`config.mk`:
```
export PLATFORM = sky130hd
export DESIGN_NAME = mfp_board_io
export DESIGN_NICKNAME = d
export VERILOG_FILES = /design/src/design/mfp_display_pkg.sv /design/src/design/mfp_io_pkg.sv /design/src/design/mfp_board_io.sv /design/src/design/mfp_gpio_registers.sv /design/src/design/mfp_seven_segment_bank.sv /design/src/design/mfp_switch_debouncer.sv
export SDC_FILE = /design/constraint.sdc
export NUM_CORES = 1
export LEC_CHECK = 0
export BUFFER_PORTS_ARGS = -buffer_cell sky130_fd_sc_hd__buf_2
export CORE_ASPECT_RATIO = 1.2
export CORE_UTILIZATION = 55
export DETAILED_ROUTE_END_ITERATION = 10
export GPL_TIMING_DRIVEN = 0
export HOLD_SLACK_MARGIN = 0.1
export PLACE_DENSITY_LB_ADDON = 0.05
export REMOVE_ABC_BUFFERS = 1
export SYNTH_ARGS = -nofsm -noshare
export SYNTH_HDL_FRONTEND = slang
export SYNTH_SLANG_ARGS = --single-unit
```
`constraint.sdc`:
```
create_clock -name clk -period 2.9 [get_ports clk]
set_input_delay 0.29 -clock clk [delete_from_list [all_inputs] [get_ports clk]]
set_output_delay 0.29 -clock clk [all_outputs]
set_load 0.01 [all_outputs]
```
`src/design/mfp_display_pkg.sv`:
```
`default_nettype none

package mfp_display_pkg;

    typedef logic [6:0] segments_t; // gfedcba, active low.

    localparam int digit_count = 6;

    typedef segments_t [digit_count-1:0] digit_bank_t;
    typedef logic [digit_count-1:0][3:0] nibble_bank_t;

    function automatic segments_t hex_to_segments(input logic [3:0] nibble);
        case (nibble)
            4'h0:    return 7'b1000000;
            4'h1:    return 7'b1111001;
            4'h2:    return 7'b0100100;
            4'h3:    return 7'b0110000;
            4'h4:    return 7'b0011001;
            4'h5:    return 7'b0010010;
            4'h6:    return 7'b0000010;
            4'h7:    return 7'b1111000;
            4'h8:    return 7'b0000000;
            4'h9:    return 7'b0010000;
            4'ha:    return 7'b0001000;
            4'hb:    return 7'b0000011; // lower case b.
            4'hc:    return 7'b1000110;
            4'hd:    return 7'b0100001; // lower case d.
            4'he:    return 7'b0000110;
            default: return 7'b0001110;
        endcase
    endfunction

endpackage

`default_nettype wire

```
`src/design/mfp_io_pkg.sv`:
```
`default_nettype none

package mfp_io_pkg;

    // ------------------------------------------------------------------------
    // bus transaction types
    // ------------------------------------------------------------------------

    typedef struct packed {
        logic        valid;
        logic        write;
        logic [31:0] addr;
        logic [31:0] wdata;
    } bus_req_t;

    typedef struct packed {
        logic        valid;
        logic [31:0] rdata;
    } bus_rsp_t;

    typedef enum logic [2:0] {
        sel_red,
        sel_green,
        sel_switch,
        sel_button,
        sel_none
    } reg_sel_e;

    // ------------------------------------------------------------------------
    // address map and widths
    // ------------------------------------------------------------------------

    localparam logic [31:0] addr_red_leds   = 32'h1F80_0000;
    localparam logic [31:0] addr_green_leds = 32'h1F80_0004;
    localparam logic [31:0] addr_switches   = 32'h1F80_0008;
    localparam logic [31:0] addr_buttons    = 32'h1F80_000C;

    localparam int switch_count    = 10;
    localparam int button_count    = 4;
    localparam int red_led_count   = 18;
    localparam int green_led_count = 9;

    localparam int debounce_cycles = 4; // stable cycles before output follows.

endpackage

`default_nettype wire

```
`src/design/mfp_board_io.sv`:
```
`timescale 1ns/1ns
`default_nettype none

module mfp_board_io
(
    input  logic                                clk,
    input  logic                                reset,
    input  logic [mfp_io_pkg::switch_count-1:0] sw,
    input  logic [mfp_io_pkg::button_count-1:0] key, // active low.
    input  mfp_io_pkg::bus_req_t                bus_req,
    output mfp_io_pkg::bus_rsp_t                bus_rsp,
    output logic [9:0]                          ledr,
    output mfp_display_pkg::digit_bank_t        hex
);

    import mfp_io_pkg::*;
    import mfp_display_pkg::*;

    logic [switch_count-1:0]    sw_db;
    logic [button_count-1:0]    key_db;
    logic [red_led_count-1:0]   red_leds;
    logic [green_led_count-1:0] green_leds;
    logic [3:0]                 last_addr_nibble;
    nibble_bank_t               nibbles;

    mfp_switch_debouncer #(.WIDTH (switch_count + button_count)) i_debouncer (
        .clk    ( clk             ),
        .reset  ( reset           ),
        .sw_in  ( { ~key, sw }    ), // pressed key reads as 1.
        .sw_out ( { key_db, sw_db } )
    );

    mfp_gpio_registers i_gpio_registers (
        .clk              ( clk              ),
        .reset            ( reset            ),
        .bus_req          ( bus_req          ),
        .switches         ( sw_db            ),
        .buttons          ( key_db           ),
        .bus_rsp          ( bus_rsp          ),
        .red_leds         ( red_leds         ),
        .green_leds       ( green_leds       ),
        .last_addr_nibble ( last_addr_nibble )
    );

    assign ledr = { 1'b0, green_leds };

    // digit 5 down to digit 0.
    assign nibbles = { last_addr_nibble, { 2'b00, red_leds[17:16] },
                       red_leds[15:12], red_leds[11:8], red_leds[7:4], red_leds[3:0] };

    mfp_seven_segment_bank i_seven_segment_bank (
        .clk     ( clk     ),
        .reset   ( reset   ),
        .nibbles ( nibbles ),
        .hex     ( hex     )
    );

endmodule

`default_nettype wire

```
`src/design/mfp_gpio_registers.sv`:
```
`timescale 1ns/1ns
`default_nettype none

module mfp_gpio_registers
(
    input  logic                                 clk,
    input  logic                                 reset,
    input  mfp_io_pkg::bus_req_t                 bus_req,
    input  logic [mfp_io_pkg::switch_count-1:0]  switches,
    input  logic [mfp_io_pkg::button_count-1:0]  buttons,
    output mfp_io_pkg::bus_rsp_t                 bus_rsp,
    output logic [mfp_io_pkg::red_led_count-1:0] red_leds,
    output logic [mfp_io_pkg::green_led_count-1:0] green_leds,
    output logic [3:0]                           last_addr_nibble
);

    import mfp_io_pkg::*;

    reg_sel_e    sel;
    logic [31:0] read_value;
    logic        rsp_valid;
    logic [31:0] rsp_rdata;

    // ------------------------------------------------------------------------
    // address decode
    // ------------------------------------------------------------------------

    always_comb begin
        case (bus_req.addr)
            addr_red_leds:   sel = sel_red;
            addr_green_leds: sel = sel_green;
            addr_switches:   sel = sel_switch;
            addr_buttons:    sel = sel_button;
            default:         sel = sel_none;
        endcase
    end

    // ------------------------------------------------------------------------
    // led registers
    // ------------------------------------------------------------------------

    always_ff @(posedge clk) begin
        if (reset) begin
            red_leds   <= '0;
            green_leds <= '0;
        end else if (bus_req.valid && bus_req.write) begin
            case (sel)
                sel_red:   red_leds   <= bus_req.wdata[red_led_count-1:0];
                sel_green: green_leds <= bus_req.wdata[green_led_count-1:0];
                default:   ; // read-only and unmapped writes are dropped.
            endcase
        end
    end

    always_ff @(posedge clk) begin
        if (reset)
            last_addr_nibble <= 4'h0;
        else if (bus_req.valid)
            last_addr_nibble <= bus_req.addr[31:28];
    end

    // ------------------------------------------------------------------------
    // read response stage
    // ------------------------------------------------------------------------

    always_comb begin
        case (sel)
            sel_red:    read_value = 32'(red_leds);
            sel_green:  read_value = 32'(green_leds);
            sel_switch: read_value = 32'(switches);
            sel_button: read_value = 32'(buttons);
            default:    read_value = 32'h0;
        endcase
    end

    always_ff @(posedge clk) begin
        if (reset)
            rsp_valid <= 1'b0;
        else
            rsp_valid <= bus_req.valid && !bus_req.write;
    end

    always_ff @(posedge clk) begin
        rsp_rdata <= read_value;
    end

    assign bus_rsp.valid = rsp_valid;
    assign bus_rsp.rdata = rsp_rdata;

endmodule

`default_nettype wire

```
`src/design/mfp_seven_segment_bank.sv`:
```
`timescale 1ns/1ns
`default_nettype none

module mfp_seven_segment_bank
(
    input  logic                          clk,
    input  logic                          reset,
    input  mfp_display_pkg::nibble_bank_t nibbles,
    output mfp_display_pkg::digit_bank_t  hex
);

    import mfp_display_pkg::*;

    digit_bank_t decoded;

    // ------------------------------------------------------------------------
    // decode all digits in parallel
    // ------------------------------------------------------------------------

    always_comb begin
        for (int i = 0; i < digit_count; i++) begin
            decoded[i] = hex_to_segments(nibbles[i]);
        end
    end

    // ------------------------------------------------------------------------
    // display register
    // ------------------------------------------------------------------------

    always_ff @(posedge clk) begin
        if (reset)
            hex <= {digit_count{hex_to_segments(4'h0)}}; // every digit shows 0.
        else
            hex <= decoded;
    end

endmodule

`default_nettype wire

```
`src/design/mfp_switch_debouncer.sv`:
```
`timescale 1ns/1ns
`default_nettype none

module mfp_switch_debouncer
#(
    parameter int WIDTH = 1
)
(
    input  logic             clk,
    input  logic             reset,
    input  logic [WIDTH-1:0] sw_in,
    output logic [WIDTH-1:0] sw_out
);

    import mfp_io_pkg::*;

    localparam int count_width = $clog2(debounce_cycles) + 1;

    logic [WIDTH-1:0] sync_1;
    logic [WIDTH-1:0] sync_2;

    // two-flop synchronizer for the asynchronous board inputs.
    always_ff @(posedge clk) begin
        if (reset) begin
            sync_1 <= '0;
            sync_2 <= '0;
        end else begin
            sync_1 <= sw_in;
            sync_2 <= sync_1;
        end
    end

    // each bit has its own stability counter.
    for (genvar i = 0; i < WIDTH; i++) begin : g_bit
        logic [count_width-1:0] count;

        always_ff @(posedge clk) begin
            if (reset) begin
                count     <= '0;
                sw_out[i] <= 1'b0;
            end else if (sync_2[i] == sw_out[i]) begin
                count <= '0; // bounce back restarts the wait.
            end else if (count == count_width'(debounce_cycles - 1)) begin
                count     <= '0;
                sw_out[i] <= sync_2[i];
            end else begin
                count <= count + 1'b1;
            end
        end
    end

endmodule

`default_nettype wire

```
# Yosys cells after proc, flatten, opt, wreduce, memory -nomap -nowiden
# Memory sizes are Yosys's and may differ from the RTL's. A register that Yosys moved wholly into a read port is not among the register bits.
# Cells that the tools add are included.
# word_totals
memories	6
mem_bits_ro	672
ff_bits	134
out_inout_bits	85
# op_classes
n_addsub	14
reduce_logical	34
mux	2
n_eq_ne	35
bitwise	15
# memory_table
memory	depth	word_bits	rd	rd_ports_with_merged_regs	write_ports	line_no	rtl
(name not given)	16	7	1	1	0	mfp_display_pkg.sv:13	case (nibble)
(name not given)	16	7	1	1	0	mfp_display_pkg.sv:13	
(name not given)	16	7	1	1	0	mfp_display_pkg.sv:13	
(name not given)	16	7	1	1	0	mfp_display_pkg.sv:13	
(name not given)	16	7	1	1	0	mfp_display_pkg.sv:13	
(name not given)	16	7	1	1	0	mfp_display_pkg.sv:13	
# op_table
op	count
$eq 32x29->1 const B	4
$pmux 18 s4	1
$eq 3x2->1 const B	16
$add 3x1->3 const B	14
$reduce_or 3->1	14
$reduce_and 2->1	16
$eq 1x1->1	14
$not 1->1	14
$pmux 3 s4	1
$not 4->4	1
$eq 3x1->1 const B	1
$logic_not 3->1	1
$logic_and 1x1->1	2
$logic_not 1->1	1

# Logic depth before layout (Yosys ltp)
# depth
word_depth	4
ltp_mapped	6
depth_no_buf	6

# Cells and area by module
# A second synthesis with hierarchy kept.
# unflattened
cells_unflattened	747
hier_area_um2	8034.0
# by_module_without_submodules
module	seq_area_each_um2	n_inst	cells_per_inst	area_each_um2
mfp_switch_debouncer	1681.6	1	247	3120.5
mfp_seven_segment_bank	840.8	1	278	2603.7
mfp_gpio_registers	1001.0	1	216	2283.4
mfp_board_io	0.0	1	6	26.3

# Least setup slack after synthesis
# OpenSTA, ideal clock, no wires.
# synth_timing
path_kind	input to register
from	input bus_req[62] (netlist name)
to	register i_gpio_registers.red_leds[10] (netlist name)
t_arrival_ns	1.537
setup_time_ns	0.072
cell_stages	6
path_slack_ns	1.291
n_path_buf	2
t_required_ns	2.828
path_cell_list	nor4_2 nand4_4 nor4_4 buf_6 buf_12 mux2i_1
# synth_via
elab_chain_cells	4
elab_cells_between_ends	7
# synth_lines
item	line_no	rtl
start: declaration	mfp_board_io.sv:10	input mfp_io_pkg::bus_req_t bus_req,
$eq 32x29->1	mfp_gpio_registers.sv:29	case (bus_req.addr)
$pmux 3 s4 (*)	mfp_gpio_registers.sv:29	
$logic_not 3->1 (*)	mfp_gpio_registers.sv:47	case (sel)
$reduce_and 2->1 (no source line) (*)	-	
end signal: assignment	mfp_gpio_registers.sv:48	sel_red: red_leds <= bus_req.wdata[red_led_count-1:0];
end: declaration	mfp_gpio_registers.sv:12	output logic [mfp_io_pkg::red_led_count-1:0] red_leds,
# Every way passes the cells marked *; elsewhere a longest branch is shown, timed or not.
# A chain may end at the register's enable or synchronous reset.

# Worst setup path after layout
# layout_timing
from	input bus_req[32] (netlist name)
to	register i_gpio_registers.red_leds[7] (netlist name)
# The elaborated chain is that of the path after synthesis.

==> flow_metrics.tcl <==
set metrics [dict create \
    start_kind "primary input" \
    synth_edf_count 0 \
    p_leak_nw 3.77 \
    swShare_pct 20.3 \
    max-cap-violations 0 \
    syn_avg_cell_area_um2 9.92 \
    grt_pass1_wl_mm 22.3 \
    p_comb_share_pct 4.5 \
    wl_per_cell_um 13.0 \
    core-area_um2 12800 \
    port_buffers 136 \
    critPathCaptureType "flop" \
    grt_start_max_net_pins 79 \
    fin_crit_ns 1.90 \
    drt_first_pass_iters 4 \
    cts_buffers 17 \
    cts_resized 0 \
    whs_ns 0.119 \
    vias_per_cell 5.02 \
    area_growth_pct 19.5 \
    start_util_pct 57.2 \
    status "finished, final reports clean" \
    pin_count 167 \
    path_clk_slew_ns 0.06 \
    hold_viol 0 \
    fmax_mhz 526 \
    place_hpwl_mm 9.74 \
    holdBufCountCts 14 \
    die_area_um2 13800 \
    synth_seq_cells 174 \
    power-per-cell-area_nw_per_um2 562 \
    antenna_left 0 \
    yosysSeqAreaShare_pct 47.5 \
    nNetsFinal 1013 \
    final_common_cell "dfxtp_1" \
    syn-instance-count 740 \
    clock_sinks 174 \
    n_antenna_cell 0 \
    seq_power_share_pct 49.6 \
    drt_iter0_markers 133 \
    globalRouteTotalUtil_pct 20.9 \
    cts_tree "built" \
    vias 5260 \
    slew_headroom_pct 43.0 \
    cts_root_buffer "clkbuf_16" \
    die_w_um 107 \
    antenna_found_initial 0 \
    placementRows 45 \
    overflow 0 \
    hp-class "primary input to flop" \
    drc 0 \
    tns_ns 0 \
    grt_pass1_vias 5023 \
    async_flop_share_pct 0 \
    postCtsSetupBuffers 0 \
    fp.dieH_um 129 \
    power.switching_mw 1.00 \
    total_power_mw 4.93 \
    setup_viol 0 \
    peakVddDrop_v 0.000431 \
    crit_type "primary input to flop" \
    totalWireLength_mm 13.6 \
    drv_slew 0 \
    power_frac_clock_pct 45.8 \
    gp_congestion 0.814 \
    worst_slack_ns 1.00 \
    crit_arrival_ns 2.25 \
    critPathMaxFanout 11 \
    cts_max_path_buffers 2 \
    internal-power_mw 3.93 \
    insertion_delay_ns 0.42 \
    mostFrequentLayoutCells "174 x dfxtp_1, 135 x buf_2, 122 x nor2_1" \
    synth_warnings 0 \
    worstPathRequired_ns 3.25 \
    drive_gt1_share_pct 20.9 \
    place_ws_ns 0.525 \
    worst_slew_pin_slew_ns 0.849 \
    fin_crit_sh_pct 65.5 \
    rsz0062_at_grt "false" \
    htree_levels 4 \
    skew_ns 0.00555 \
    synth_area_um2 7340 \
    synth_flop_cell "dfxtp_1" \
    synth.distinct_cells 39 \
]
metal layers:
| metal | track usage (%) | wire length, µm |
|---|---|---|
| met3 | 5.22 | 679 |
| met1 | 22.6 | 5790 |
| met5 | 0 | 0 |
| met2 | 38.3 | 6920 |
| met4 | 9.02 | 257 |
worst max-delay path, cell delays in order:
cell and delay [ns]:
buf_2 0.11, nor4_4 0.33, nand4_4 0.20, nor4_4 0.81, buf_6 0.29, mux2i_1 0.21
final timing paths:
path | from | to | slack (ns) | cells past startpoint
max reg2reg | i_gpio_registers.red_leds[4] | i_seven_segment_bank.hex[8] | 1.30 | 5
min | sw[8] | i_debouncer.sync_1[8] | 0.12 | 2
min reg2reg | i_debouncer.g_bit[0].count[0] | i_debouncer.g_bit[0].count[0] | 0.42 | 1
max | bus_req[32] | i_gpio_registers.red_leds[7] | 1.00 | 6
cells by family (layout without fill, tap and decap cells):
family / after synthesis / after routing / synth area share [%]
buffers and inverters: 94 / 223 / 6.07
flip-flops: 174 / 174 / 47.5
multiplexers: 59 / 59 / 8.79
other: 1 / 16 / 0.0511
AO/OA/AOI/OAI: 61 / 61 / 5.78
XOR/XNOR: 14 / 14 / 1.67
adder cells (fa/ha/maj): 58 / 58 / 9.89
AND/OR/NAND/NOR: 279 / 279 / 20.3
synthesized netlist by cell type, types with 4 or more instances:
library cell  instances  area [µm²]
or3_1                14        87.6
a21oi_1              24         120
xnor2_1              14         123
a211oi_1             15         113
nor2_1              122         458
buf_4                18         135
inv_1                40         150
clkbuf_1             30         113
dfxtp_1             174        3480
mux2_2                4        45.0
nor3_1                4        20.0
nor2b_1              34         213
mux2i_1              51         510
nand2_1              24        90.1
mux4_2                4        90.1
nand2b_1             59         369
a311oi_1             10        87.6
and2_1                6        37.5
a32oi_1               5        43.8
a221o_1               5        50.1
nor4_4                4        85.1
ha_1                 58         726
power by group through the flow:
| stage | Combinational, mW | Clock, mW | Sequential, mW |
|---|---|---|---|
| 6_report | 0.224 | 2.26 | 2.45 |
| 5_1_grt | 0.250 | 2.40 | 2.45 |
| 4_1_cts | 0.228 | 2.29 | 2.45 |
| 3_5_place_dp | 0.211 | 0 | 2.50 |
| 3_3_place_gp | 0.205 | 0 | 2.50 |
| 2_1_floorplan | 0.0960 | 0 | 2.50 |
per-stage QoR:
| stage | util, % | cell area [µm²] | cells |
|---|---|---|---|
| after detailed placement | 62.6 | 8040 | 1004 |
| after global routing | 68.3 | 8770 | 1048 |
| after global placement | 62.2 | 7990 | 1001 |
| after CTS | 68.3 | 8770 | 1048 |
| after floorplan | - | 7100 | 701 |
| final | 68.3 | 8770 | 1048 |
layout make-up:
type | instances | area, µm²
Tap cell | 164 | 205
Timing Repair Buffer | 153 | 866
Sequential cell | 174 | 3480
Fill cell | 1075 | 4070
Multi-Input combinational cell | 487 | 3470
Inverter | 40 | 150
Clock buffer | 25 | 515
Clock inverter | 5 | 78.8
flip-flops by register name (all words and copies together) (netlist names), 4 cells and up:
register,count
i_debouncer.g_bit.count,42
i_debouncer.sw_out,14
i_debouncer.sync_1,14
i_debouncer.sync_2,14
i_gpio_registers.green_leds,9
i_gpio_registers.last_addr_nibble,4
i_gpio_registers.red_leds,18
i_gpio_registers.rsp_rdata,18
i_seven_segment_bank.hex,40
Note: power is estimated with default switching activity, not from simulation.
